## config.mk

```make
export PLATFORM = sky130hd
export DESIGN_NAME = issue_stage_top
export DESIGN_NICKNAME = d
export VERILOG_FILES = /design/src/isa_pkg.sv /design/src/rename_pkg.sv /design/src/instr_decode.sv /design/src/rob_tag_alloc.sv /design/src/reg_status_table.sv /design/src/issue_stage_top.sv
export SDC_FILE = /design/constraint.sdc
export NUM_CORES = 1
export LEC_CHECK = 0
export BUFFER_PORTS_ARGS = -buffer_cell sky130_fd_sc_hd__buf_4
export CAP_MARGIN = 25
export CORE_ASPECT_RATIO = 1.5
export CORE_MARGIN = 2
export CORE_UTILIZATION = 50
export CTS_CLUSTER_DIAMETER = 150
export DETAILED_ROUTE_END_ITERATION = 16
export PLACE_DENSITY = 0.66
export SETUP_SLACK_MARGIN = 0.2
export SLEW_MARGIN = 40
export SYNTH_ARGS = -nofsm -noshare
export SYNTH_HDL_FRONTEND = slang
export SYNTH_HIERARCHICAL = 1
export SYNTH_SLANG_ARGS = --single-unit
```

## constraint.sdc

```tcl
create_clock -name clk -period 5.7 [get_ports clk]
set_input_delay 1.425 -clock clk [delete_from_list [all_inputs] [get_ports clk]]
set_output_delay 1.425 -clock clk [all_outputs]
set_load 0.02 [all_outputs]
```

## src/isa_pkg.sv

```systemverilog
// RV32I encodings for the subset renamed here. No CSR, FENCE, JALR or AUIPC.
// The instruction word is one packed union. The decoder picks the view by opcode.
package isa_pkg;

    // major opcodes, bits [6:0]
    typedef enum logic [6:0] {
        OP     = 7'b0110011,  // reg-reg alu
        OP_IMM = 7'b0010011,  // reg-imm alu
        LOAD   = 7'b0000011,
        STORE  = 7'b0100011,
        BRANCH = 7'b1100011,
        LUI    = 7'b0110111,
        JAL    = 7'b1101111
    } opcode_e;

    typedef struct packed {
        logic [6:0] funct7;
        logic [4:0] rs2;
        logic [4:0] rs1;
        logic [2:0] funct3;
        logic [4:0] rd;
        opcode_e    opcode;
    } r_fmt_t;

    typedef struct packed {
        logic [11:0] imm12;   // imm[11:0], sign in bit 11
        logic [4:0]  rs1;
        logic [2:0]  funct3;
        logic [4:0]  rd;
        opcode_e     opcode;
    } i_fmt_t;

    // also carries B-type, bit order differs, see decoder
    typedef struct packed {
        logic [6:0] imm_hi;
        logic [4:0] rs2;
        logic [4:0] rs1;
        logic [2:0] funct3;
        logic [4:0] imm_lo;
        opcode_e    opcode;
    } s_fmt_t;

    // also carries J-type in imm20
    typedef struct packed {
        logic [19:0] imm20;
        logic [4:0]  rd;
        opcode_e     opcode;
    } u_fmt_t;

    typedef union packed {
        r_fmt_t r_fmt;
        i_fmt_t i_fmt;
        s_fmt_t s_fmt;
        u_fmt_t u_fmt;
    } instr_word_u;

endpackage

```

## src/rename_pkg.sv

```systemverilog
// Rename-side types. The tag width is fixed at 3 bits, so at most 8 ROB slots.
// A source tag is meaningful only while its pending bit is set.
package rename_pkg;

    localparam int ROB_TAG_W = 3;

    typedef logic [ROB_TAG_W-1:0] rob_tag_t;
    typedef logic [4:0]           arch_reg_t;

    // one status table entry
    typedef struct packed {
        logic     busy;  // an uncommitted writer exists
        rob_tag_t tag;   // most recent writer
    } reg_stat_t;

    // source operand as a reservation station sees it
    typedef struct packed {
        arch_reg_t reg_idx;
        logic      pending;  // value not yet produced
        rob_tag_t  tag;      // producer, zero when not pending
    } src_operand_t;

    // stage 1 output
    typedef struct packed {
        isa_pkg::opcode_e op;
        logic [2:0]       funct3;
        logic             funct7_bit5;  // sub/sra select
        arch_reg_t        rs1;
        arch_reg_t        rs2;
        arch_reg_t        rd;
        logic             uses_rs1;
        logic             uses_rs2;
        logic             writes_rd;
        logic [31:0]      imm;          // sign-extended, zero for OP
    } decoded_uop_t;

    // stage 2 output
    typedef struct packed {
        decoded_uop_t uop;
        rob_tag_t     rob_tag;
        src_operand_t src1;
        src_operand_t src2;
    } issue_uop_t;

    typedef struct packed {
        arch_reg_t rd;
        logic      writes_rd;
        rob_tag_t  tag;
    } commit_t;

endpackage

```

## src/instr_decode.sv

```systemverilog
// Stage 1. One output register, no skid buffer. in_ready drops while the register is held.
// Unknown opcodes decode to a micro-op with no sources and no destination.
module instr_decode import isa_pkg::*, rename_pkg::*; (
    input  logic         clk,
    input  logic         reset,
    input  logic         flush,
    input  logic         in_valid,
    output logic         in_ready,
    input  instr_word_u  in_word,
    output logic         uop_valid,
    input  logic         uop_ready,
    output decoded_uop_t uop
);

    decoded_uop_t dec;  // combinational decode of in_word

    always_comb begin
        dec = '0;
        dec.op = in_word.r_fmt.opcode;
        case (in_word.r_fmt.opcode)
            OP: begin
                dec.funct3      = in_word.r_fmt.funct3;
                dec.funct7_bit5 = in_word.r_fmt.funct7[5];
                dec.rs1         = in_word.r_fmt.rs1;
                dec.rs2         = in_word.r_fmt.rs2;
                dec.rd          = in_word.r_fmt.rd;
                dec.uses_rs1    = 1'b1;
                dec.uses_rs2    = 1'b1;
                dec.writes_rd   = 1'b1;
            end
            OP_IMM, LOAD: begin
                dec.funct3    = in_word.i_fmt.funct3;
                // bit 30 picks srai over srli, meaningless for loads
                dec.funct7_bit5 = (in_word.i_fmt.opcode == OP_IMM) & in_word.r_fmt.funct7[5];
                dec.rs1       = in_word.i_fmt.rs1;
                dec.rd        = in_word.i_fmt.rd;
                dec.uses_rs1  = 1'b1;
                dec.writes_rd = 1'b1;
                dec.imm       = {{20{in_word.i_fmt.imm12[11]}}, in_word.i_fmt.imm12};
            end
            STORE: begin
                dec.funct3   = in_word.s_fmt.funct3;
                dec.rs1      = in_word.s_fmt.rs1;
                dec.rs2      = in_word.s_fmt.rs2;
                dec.uses_rs1 = 1'b1;
                dec.uses_rs2 = 1'b1;
                dec.imm      = {{20{in_word.s_fmt.imm_hi[6]}}, in_word.s_fmt.imm_hi,
                                in_word.s_fmt.imm_lo};
            end
            BRANCH: begin
                dec.funct3   = in_word.s_fmt.funct3;
                dec.rs1      = in_word.s_fmt.rs1;
                dec.rs2      = in_word.s_fmt.rs2;
                dec.uses_rs1 = 1'b1;
                dec.uses_rs2 = 1'b1;
                // B-type reshuffle: imm[12|10:5] in hi, imm[4:1|11] in lo
                dec.imm      = {{20{in_word.s_fmt.imm_hi[6]}}, in_word.s_fmt.imm_lo[0],
                                in_word.s_fmt.imm_hi[5:0], in_word.s_fmt.imm_lo[4:1], 1'b0};
            end
            LUI: begin
                dec.rd        = in_word.u_fmt.rd;
                dec.writes_rd = 1'b1;
                dec.imm       = {in_word.u_fmt.imm20, 12'b0};
            end
            JAL: begin
                dec.rd        = in_word.u_fmt.rd;
                dec.writes_rd = 1'b1;  // link register
                // J-type: imm[20|10:1|11|19:12]
                dec.imm       = {{12{in_word.u_fmt.imm20[19]}}, in_word.u_fmt.imm20[7:0],
                                 in_word.u_fmt.imm20[8], in_word.u_fmt.imm20[18:9], 1'b0};
            end
            default: ;  // unsupported, flags stay low
        endcase
    end

    assign in_ready = ~flush & (~uop_valid | uop_ready);  // empty or draining this edge

    always_ff @(posedge clk or posedge reset) begin
        if (reset) begin
            uop_valid <= 1'b0;
        end else if (flush) begin
            uop_valid <= 1'b0;
        end else if (in_ready) begin
            uop_valid <= in_valid;
        end
    end

    always_ff @(posedge clk) begin
        if (in_valid && in_ready) uop <= dec;  // payload only
    end

    // held micro-op must not change under back-pressure
    a_uop_stable: assert property (@(posedge clk) disable iff (reset)
        uop_valid && !uop_ready |=> $stable(uop));

endmodule

```

## src/rob_tag_alloc.sv

```systemverilog
// In-order ROB tag ring. Tags go out at the head and come back oldest first on commit.
// ROB_DEPTH must not exceed 2**ROB_TAG_W. Flush returns every slot.
module rob_tag_alloc import rename_pkg::*; #(
    parameter int ROB_DEPTH = 8
) (
    input  logic     clk,
    input  logic     reset,
    input  logic     flush,
    input  logic     tag_take,
    input  logic     commit_valid,
    output logic     tag_avail,
    output rob_tag_t next_tag
);

    localparam int                 CNT_W     = ROB_TAG_W + 1;
    localparam logic [CNT_W-1:0]   DEPTH_CNT = CNT_W'(ROB_DEPTH);
    localparam rob_tag_t           LAST_TAG  = rob_tag_t'(ROB_DEPTH - 1);

    rob_tag_t         head;       // next tag to hand out
    logic [CNT_W-1:0] used_cnt;   // slots in flight

    assign tag_avail = (used_cnt != DEPTH_CNT);
    assign next_tag  = head;

    always_ff @(posedge clk or posedge reset) begin
        if (reset) begin
            head     <= '0;
            used_cnt <= '0;
        end else if (flush) begin
            head     <= '0;  // restart at tag 0
            used_cnt <= '0;
        end else begin
            if (tag_take) begin
                head <= (head == LAST_TAG) ? '0 : head + 1'b1;  // wrap at depth
            end
            case ({tag_take, commit_valid})
                2'b10:   used_cnt <= used_cnt + 1'b1;
                2'b01:   used_cnt <= used_cnt - 1'b1;
                default: ;  // both or neither, count unchanged
            endcase
        end
    end

    // ROB may only retire what was handed out
    a_commit_nonempty: assert property (@(posedge clk) disable iff (reset)
        commit_valid |-> used_cnt != '0);

    // rename must wait for a free slot
    a_take_avail: assert property (@(posedge clk) disable iff (reset)
        tag_take |-> tag_avail);

endmodule

```

## src/reg_status_table.sv

```systemverilog
// Stage 2. Register status table plus the issue register.
// x0 has no entry and never reads busy. A commit clears an entry only if its tag is still
// the latest writer. An issue write to the same rd on the same edge wins over the clear.
module reg_status_table import rename_pkg::*; #(
    parameter int ROB_DEPTH = 8
) (
    input  logic         clk,
    input  logic         reset,
    input  logic         flush,
    input  logic         uop_valid,
    output logic         uop_ready,
    input  decoded_uop_t uop,
    input  logic         tag_avail,
    input  rob_tag_t     next_tag,
    output logic         tag_take,
    input  logic         commit_valid,
    input  commit_t      commit,
    output logic         issue_valid,
    input  logic         issue_ready,
    output issue_uop_t   issue
);

    reg_stat_t    stat [1:31];     // x0 implicit
    logic         can_move;        // issue register free or draining
    logic         capture;
    logic         clr_hit;         // commit matches the latest writer
    logic         tag_range_err;
    src_operand_t src1;
    src_operand_t src2;

    // pending status of one source, with same-edge commit bypass
    function automatic src_operand_t lookup(arch_reg_t r, logic used);
        src_operand_t s;
        s = '0;
        s.reg_idx = r;
        if (used && r != '0) begin
            if (stat[r].busy &&
                !(commit_valid && commit.writes_rd && commit.rd == r &&
                  commit.tag == stat[r].tag)) begin
                s.pending = 1'b1;
                s.tag     = stat[r].tag;
            end
        end
        return s;
    endfunction

    assign can_move  = ~issue_valid | issue_ready;
    assign uop_ready = tag_avail & can_move & ~flush;
    assign capture   = uop_valid & uop_ready;
    assign tag_take  = capture;  // one tag per captured micro-op

    always_comb begin
        src1 = lookup(uop.rs1, uop.uses_rs1);
        src2 = lookup(uop.rs2, uop.uses_rs2);
    end

    always_comb begin
        clr_hit = 1'b0;
        if (commit_valid && commit.writes_rd && commit.rd != '0) begin
            clr_hit = stat[commit.rd].busy && (stat[commit.rd].tag == commit.tag);
        end
    end

    // table update, clear first so a same-edge issue write overrides it
    always_ff @(posedge clk or posedge reset) begin
        if (reset) begin
            for (int i = 1; i < 32; i++) stat[i] <= '0;
        end else if (flush) begin
            for (int i = 1; i < 32; i++) stat[i] <= '0;
        end else begin
            if (clr_hit) stat[commit.rd].busy <= 1'b0;
            if (capture && uop.writes_rd && uop.rd != '0) begin
                stat[uop.rd].busy <= 1'b1;
                stat[uop.rd].tag  <= next_tag;  // now the latest writer
            end
        end
    end

    always_ff @(posedge clk or posedge reset) begin
        if (reset) begin
            issue_valid <= 1'b0;
        end else if (flush) begin
            issue_valid <= 1'b0;
        end else if (can_move) begin
            issue_valid <= capture;
        end
    end

    always_ff @(posedge clk) begin
        if (capture) begin
            issue.uop     <= uop;
            issue.rob_tag <= next_tag;
            issue.src1    <= src1;
            issue.src2    <= src2;
        end
    end

    // a busy entry holding a tag past the ring end means allocator and table disagree
    always_comb begin
        tag_range_err = 1'b0;
        for (int i = 1; i < 32; i++) begin
            if (stat[i].busy && int'(stat[i].tag) >= ROB_DEPTH) tag_range_err = 1'b1;
        end
    end

    a_tag_range: assert property (@(posedge clk) disable iff (reset) !tag_range_err);

endmodule

```

## src/issue_stage_top.sv

```systemverilog
// Issue-side rename: decode, then tag allocation with status lookup.
// Latency is two cycles from input accept to issue_valid when issue_ready is high.
// ROB_DEPTH is at most 8. Commits must arrive oldest tag first.
module issue_stage_top import rename_pkg::*, isa_pkg::*; #(
    parameter int ROB_DEPTH = 8
) (
    input  logic        clk,
    input  logic        reset,
    input  logic        flush,         // mispredict, single cycle
    input  logic        in_valid,
    output logic        in_ready,
    input  instr_word_u in_word,
    output logic        issue_valid,
    input  logic        issue_ready,
    output issue_uop_t  issue,
    input  logic        commit_valid,  // always accepted
    input  commit_t     commit
);

    logic         uop_valid;
    logic         uop_ready;
    decoded_uop_t uop;
    logic         tag_avail;
    logic         tag_take;
    rob_tag_t     next_tag;

    instr_decode u_decode (
        .clk,
        .reset,
        .flush,
        .in_valid,
        .in_ready,
        .in_word,
        .uop_valid,
        .uop_ready,
        .uop
    );

    rob_tag_alloc #(.ROB_DEPTH(ROB_DEPTH)) u_tag_alloc (
        .clk,
        .reset,
        .flush,
        .tag_take,
        .commit_valid,
        .tag_avail,
        .next_tag
    );

    reg_status_table #(.ROB_DEPTH(ROB_DEPTH)) u_status (
        .clk,
        .reset,
        .flush,
        .uop_valid,
        .uop_ready,
        .uop,
        .tag_avail,
        .next_tag,
        .tag_take,
        .commit_valid,
        .commit,
        .issue_valid,
        .issue_ready,
        .issue
    );

endmodule

```

==> results.json, run 1 <==
{
  "outcome": "completed",
  "postRouteAntennaNets": 0,
  "yosys-top-cells-count": "sky130_fd_sc_hd__dfrtp_1 (133), sky130_fd_sc_hd__edfxtp_1 (133), sky130_fd_sc_hd__nor2_1 (129)",
  "syn-num-nets": 1263,
  "min_period_ns": 4.27,
  "detail_route.vias_per_cell": 6.53,
  "worst_slack_ns": 1.43,
  "route.vias.total": 10803,
  "route.detailed.wl_per_inst_um": 26.2,
  "worstHoldPathType": "register to register",
  "endpoint_kind": "output port",
  "post_route_cells_drive_above_1_share_pct": 25.4,
  "r2r-start": "u_decode/uop[41]",
  "cts-buffers-inserted": 27,
  "power.leakage_nw": 6.27,
  "finalNetCount": 1334,
  "peakVddDrop_mv": 0.268,
  "worstSkewPairLatency_ns": 0.56,
  "io_buffers": 130,
  "die_boundary_width_um": 143,
  "floorplan.rows": 76,
  "req_time_crit_path_ns": 4.28,
  "grt_max_degree": 111,
  "final-hold-violation-count": 0,
  "global_route.overflow_total": 0,
  "synth_area_leader_cell": "sky130_fd_sc_hd__edfxtp_1",
  "area_growth_syn_to_fin_pct": 13.3,
  "detailed_place.area_sq_um": 15500,
  "final-max-slew-violation-count": 0,
  "whs_ns": 0.417,
  "max-slew-margin-rel_pct": 42.9,
  "finish.instance_area_sq_um": 16400,
  "fp.dieArea_sq_um": 30300,
  "maximum_capacitance_violations": 0,
  "setup_total_negative_slack_ns": 0,
  "number_of_global_route_vias_before_repair": 11011,
  "crit_path_max_fanout": 69,
  "maxClockFrequency_mhz": 234,
  "num_antenna_cells": 0,
  "place_congestion": 0.944,
  "worstSetupPathType": "primary input to output port",
  "cts.sink_count": 266,
  "initialDrtViolationCount": 1087,
  "pre_cts_ws_ns": 1.11,
  "cts.root.buffer_cell": "sky130_fd_sc_hd__clkbuf_16",
  "dp.final_hpwl_mm": 29.5,
  "critical-path-max-stage-delay_ns": 0.60,
  "cts_post_setup_buffers_inserted": 0,
  "io_pins": 131,
  "biggest_area_contributors_in_the_synthesized_netlist": "sky130_fd_sc_hd__edfxtp_1 (28%), sky130_fd_sc_hd__dfrtp_1 (23%), sky130_fd_sc_hd__mux4_2 (11%)",
  "synthesis.area_sq_um": 14400,
  "syn-mean-instance-area_sq_um": 11.9,
  "final.setup_skew_ns": 0.0167,
  "post_cts_resize_count": 0,
  "timing.critical_path.slowest_stage_cell": "sky130_fd_sc_hd__buf_4",
  "critPathBufInv": 2,
  "yosysWarnings": 6,
  "grt_pass1_wl_mm": 66.8,
  "synth_cell_type_count": 78,
  "yosysSeqAreaShare_pct": 50.7,
  "synthDominantCellAreaShare_pct": 27.7,
  "placedCellCount": 1605,
  "die_height_um": 212,
  "first_pass_iters": 6,
  "tritoncts": "done",
  "max-clock-path-buffers": 3,
  "synth_edf_count": 133,
  "cts.clk_slew.worst_paths_ns": 0.06,
  "crit_family": "buffers and inverters",
  "min_period_over_period_pct": 74.8,
  "synth_async_sr_flop_share_pct": 50.0,
  "post_cts_hold_buffer_count": 0,
  "hold_path_startpoint": "u_decode/uop[16]",
  "cp_cell_sequence": "buf_4 -> nor2b_1 -> and2_1 -> nor2b_1 -> nor2_1 -> buf_4",
  "setup.worst_path.start": "flush",
  "setup.worst_path.start_class": "primary input",
  "core_region_area_sq_um": 28500,
  "setup_violations": 0,
  "synth_seq_cells": 266,
  "antenna_violations_before_repair": 0,
  "cts_max_level": 1,
  "grt_util_all_layers_pct": 29.3,
  "grt_setup_unrepaired": "false",
  "dominantRegCellSynth": "sky130_fd_sc_hd__edfxtp_1",
  "drc": 0,
  "arrival_ns": 2.84,
  "syn_inst": 1212,
  "drt_wl_total_mm": 43.4,
  "power_per_cell_area_nw_per_um2": 258,
  "tightestPinTransition_ns": 0.857,
  "initial_core_util_pct": 50.6,
  "finalNonFillerCells": 1655
}
==> layout by cell type, fill, tap and decap left out, types with 6 or more instances in the layout <==
master | netlist | layout
sky130_fd_sc_hd__a211oi_1 | 9 | 9
sky130_fd_sc_hd__a211oi_2 | 21 | 21
sky130_fd_sc_hd__a21o_1 | 8 | 8
sky130_fd_sc_hd__a21oi_1 | 72 | 72
sky130_fd_sc_hd__a31oi_1 | 14 | 14
sky130_fd_sc_hd__and2_1 | 16 | 15
sky130_fd_sc_hd__buf_4 | 13 | 147
sky130_fd_sc_hd__clkbuf_1 | 54 | 6
sky130_fd_sc_hd__clkbuf_16 | 0 | 27
sky130_fd_sc_hd__clkinv_1 | 1 | 7
sky130_fd_sc_hd__dfrtp_1 | 133 | 133
sky130_fd_sc_hd__edfxtp_1 | 133 | 133
sky130_fd_sc_hd__inv_1 | 14 | 13
sky130_fd_sc_hd__mux2_2 | 18 | 18
sky130_fd_sc_hd__mux2i_1 | 86 | 86
sky130_fd_sc_hd__mux4_2 | 73 | 73
sky130_fd_sc_hd__nand2_1 | 88 | 86
sky130_fd_sc_hd__nand2b_1 | 8 | 8
sky130_fd_sc_hd__nand3_1 | 22 | 22
sky130_fd_sc_hd__nand3b_1 | 8 | 8
sky130_fd_sc_hd__nand4_1 | 7 | 7
sky130_fd_sc_hd__nor2_1 | 129 | 129
sky130_fd_sc_hd__nor2b_1 | 13 | 13
sky130_fd_sc_hd__nor3_1 | 29 | 28
sky130_fd_sc_hd__nor3b_1 | 7 | 7
sky130_fd_sc_hd__o21ai_0 | 63 | 62
sky130_fd_sc_hd__o22ai_1 | 20 | 20
sky130_fd_sc_hd__xnor2_1 | 12 | 12
sky130_fd_sc_hd__xor2_1 | 9 | 9
==> area by class of cell <==
class                   instances  area [sq um]
well taps                     351           439
flip-flops and latches        266          7320
repair buffers                150          1150
multi-input cells             823          6530
fillers                      2381         12200
clock inverters                14           116
inverters                      15          58.8
clock buffers                  36           739
==> per-stage QoR <==
stage	util, %	power (mW)
floorplan	-	2.37
global placement	54.2	2.50
detailed placement	54.3	2.51
CTS	57.3	4.26
global route	57.3	4.36
finish	57.3	4.22
==> cell families (layout without fill, tap and decap cells) <==
family,count (synthesis),count (layout),share of synthesized area [%]
compound gates,247,247,11.4
xor+xnor,22,22,1.39
fa+ha+maj,4,4,0.347
buf+inv,123,215,4.15
flops,266,266,50.7
mux,178,178,18.9
simple gates,372,372,13.1
==> power by group <==
part	leakage, nW	internal, mW	switching [mW]
sequential	3.13	2.07	0.0301
combinational	2.71	0.126	0.245
clock	0.423	0.997	0.754
==> flip-flops by register name (all words and copies together) (netlist names) <==
| register | count |
|---|---|
| u_decode/uop | 61 |
| u_status/issue_valid | 1 |
| u_tag_alloc/used_cnt | 4 |
| u_status/issue | 72 |
| u_tag_alloc/next_tag | 3 |
| u_decode/uop_valid | 1 |
| u_status/stat | 124 |
==> layer usage <==
| layer | track usage, % | part of all wire, % |
|---|---|---|
| met5 | 0 | 0 |
| met4 | 18.8 | 7.6 |
| met3 | 5.70 | 8.8 |
| met2 | 48.2 | 49 |
| met1 | 35.2 | 34 |
==> worst paths after layout <==
check,cells after the start,slack (ns),endpoint
worst max-delay path,6,1.43,in_ready
worst min-delay path,0,0.42,u_status/issue[37]
worst max register to register,8,2.52,u_status/issue[0]
worst min register to register,0,0.42,u_status/issue[37]
max in group asynchronous,3,4.01,u_status/stat[57]
min in group asynchronous,2,0.73,u_decode/uop_valid
Power figures use the tool's default switching activity.
==> run 2: changes to the inputs <==
==> constraint.sdc (replaced) <==
create_clock -name clk -period 4.16 [get_ports clk]
set_input_delay 1.04 -clock clk [delete_from_list [all_inputs] [get_ports clk]]
set_output_delay 1.04 -clock clk [all_outputs]
set_load 0.02 [all_outputs]
==> run 2 against run 1 <==
Sequential cell count stayed put. Cell count grew 1.1%. Die area stayed put. Core utilization grew 0.92 points. Clock-buffer cell count decreased by 6. Critical endpoint is now u_status/issue[2]. Largest power group unchanged.
==> results.json, run 2 (synthesis gave the netlist of run 1 again) <==
{
  "die_boundary_width_um": 143,
  "grt_pass1_wl_mm": 67.2,
  "first_pass_iters": 5,
  "max-clock-path-buffers": 3,
  "antenna_violations_before_repair": 0,
  "min_period_ns": 3.32,
  "setup_violations": 0,
  "io_pins": 131,
  "post_cts_hold_buffer_count": 0,
  "initial_core_util_pct": 50.6,
  "floorplan.rows": 76,
  "worstHoldPathType": "primary input to async pin",
  "drt_wl_total_mm": 44.2,
  "routed-wl-met2_mm": 21.9,
  "crit_path_max_fanout": 12,
  "area_growth_syn_to_fin_pct": 15.1,
  "worst_slack_ns": 0.839,
  "length_of_routed_wiring_on_met1_mm": 16.4,
  "req_time_crit_path_ns": 4.46,
  "final.setup_skew_ns": 0.0295,
  "cts.clk_slew.worst_paths_ns": 0.06,
  "biggestRegsByFlops": "u_status/stat (124), u_status/issue (72), u_decode/uop (61)",
  "setup.worst_path.start_class": "register",
  "route.vias.total": 10768,
  "final_common_cell": "sky130_fd_sc_hd__buf_4",
  "detailroute.wirelength.met3_mm": 3.20,
  "outcome": "completed",
  "final-max-slew-violation-count": 0,
  "grt_setup_unrepaired": "false",
  "regMostFlops": "u_status/stat",
  "fp.dieArea_sq_um": 30300,
  "core_region_area_sq_um": 28500,
  "global_route.overflow_total": 0,
  "grt_util_all_layers_pct": 29.6,
  "tritoncts": "done",
  "cts_max_level": 1,
  "cts_post_setup_buffers_inserted": 0,
  "post_route_cells_drive_above_1_share_pct": 26.7,
  "mostFrequentLayoutCells": "sky130_fd_sc_hd__buf_4 (160), sky130_fd_sc_hd__edfxtp_1 (133), sky130_fd_sc_hd__dfrtp_1 (133), sky130_fd_sc_hd__nor2_1 (129)",
  "detailed_place.area_sq_um": 15700,
  "place_congestion": 0.981,
  "detail_route.vias_per_cell": 6.43,
  "num_antenna_cells": 0,
  "cts.sink_count": 266,
  "max-slew-margin-rel_pct": 46.9,
  "drc": 0,
  "final-hold-violation-count": 0,
  "grt_max_degree": 88,
  "number_of_global_route_vias_before_repair": 10872,
  "worstSkewPairLatency_ns": 0.56,
  "min_period_over_period_pct": 79.8,
  "cts-buffers-inserted": 27,
  "die_height_um": 212,
  "power.leakage_nw": 6.39,
  "peakVddDrop_mv": 0.337,
  "power_per_cell_area_nw_per_um2": 359,
  "tightestPinTransition_ns": 0.796,
  "finalNetCount": 1353,
  "worstSetupPathType": "register to register",
  "finish.instance_area_sq_um": 16600,
  "maximum_capacitance_violations": 0,
  "largest_reg_flops": 124,
  "postRouteAntennaNets": 0,
  "io_buffers": 130,
  "dp.final_hpwl_mm": 31.3,
  "maxClockFrequency_mhz": 301,
  "cts.root.buffer_cell": "sky130_fd_sc_hd__clkbuf_16",
  "route.detailed.wl_per_inst_um": 26.4,
  "post_cts_resize_count": 0,
  "setup_total_negative_slack_ns": 0,
  "arrival_ns": 3.62,
  "endpoint_kind": "register",
  "top_layer": "met4",
  "pre_cts_ws_ns": 0.389,
  "initialDrtViolationCount": 1064
}
run 2: metrics by stage:
step / instances / util (%) / power, mW / hold WS [ns]
after floorplan: 1212 / - / 3.25 / 0.400
after global placement: 1621 / 54.8 / 3.44 / 0.400
after detailed placement: 1623 / 55.0 / 3.45 / 0.405
after CTS: 1673 / 58.2 / 6.00 / 0.339
after global routing: 1674 / 58.2 / 6.13 / 0.350
final: 1674 / 58.2 / 5.96 / 0.358
run 2: final timing paths:
path	from	end	slack, ns	cells past startpoint
setup / recovery	u_decode/uop[41]	u_status/issue[2]	0.84	8
hold / removal	reset	u_decode/uop_valid	0.36	2
setup reg to reg	u_decode/uop[41]	u_status/issue[2]	0.84	8
hold reg to reg	u_decode/uop[24]	u_status/issue[45]	0.41	0
max in group asynchronous	reset	u_status/stat[60]	2.92	3
min in group clk	u_decode/uop[24]	u_status/issue[45]	0.41	0
run 2: report_power, final:
group          internal [mW]  total, mW  switching, mW
sequential              2.84       2.88         0.0423
combinational          0.185      0.522          0.337
clock                   1.50       2.56           1.06
total                   4.52       5.96           1.43
run 2: critical path, stage by stage (launching register included):
cell                       delay [ns]
sky130_fd_sc_hd__edfxtp_1        0.85
sky130_fd_sc_hd__buf_4           0.28
sky130_fd_sc_hd__mux2_2          0.34
sky130_fd_sc_hd__a22o_1          0.19
sky130_fd_sc_hd__mux4_2          0.50
sky130_fd_sc_hd__a21oi_1         0.32
sky130_fd_sc_hd__xnor2_1         0.12
sky130_fd_sc_hd__o31ai_2         0.38
sky130_fd_sc_hd__nor2_1          0.08
run 2: final cells by class:
class                      instances  area, sq um
clock buffer                      30          687
clock inverter                    20          236
fill                            2385        11900
inverter                          15         60.1
multi-input combinational        823         6520
sequential                       266         7320
tap                              351          439
timing repair buffer             169         1350
run 2: routing by layer:
metal	vias up	global-route usage [%]
li1	4723	-
met1	5389	36.2
met2	523	49.8
met3	133	5.38
met4	0	15.7
met5	-	0
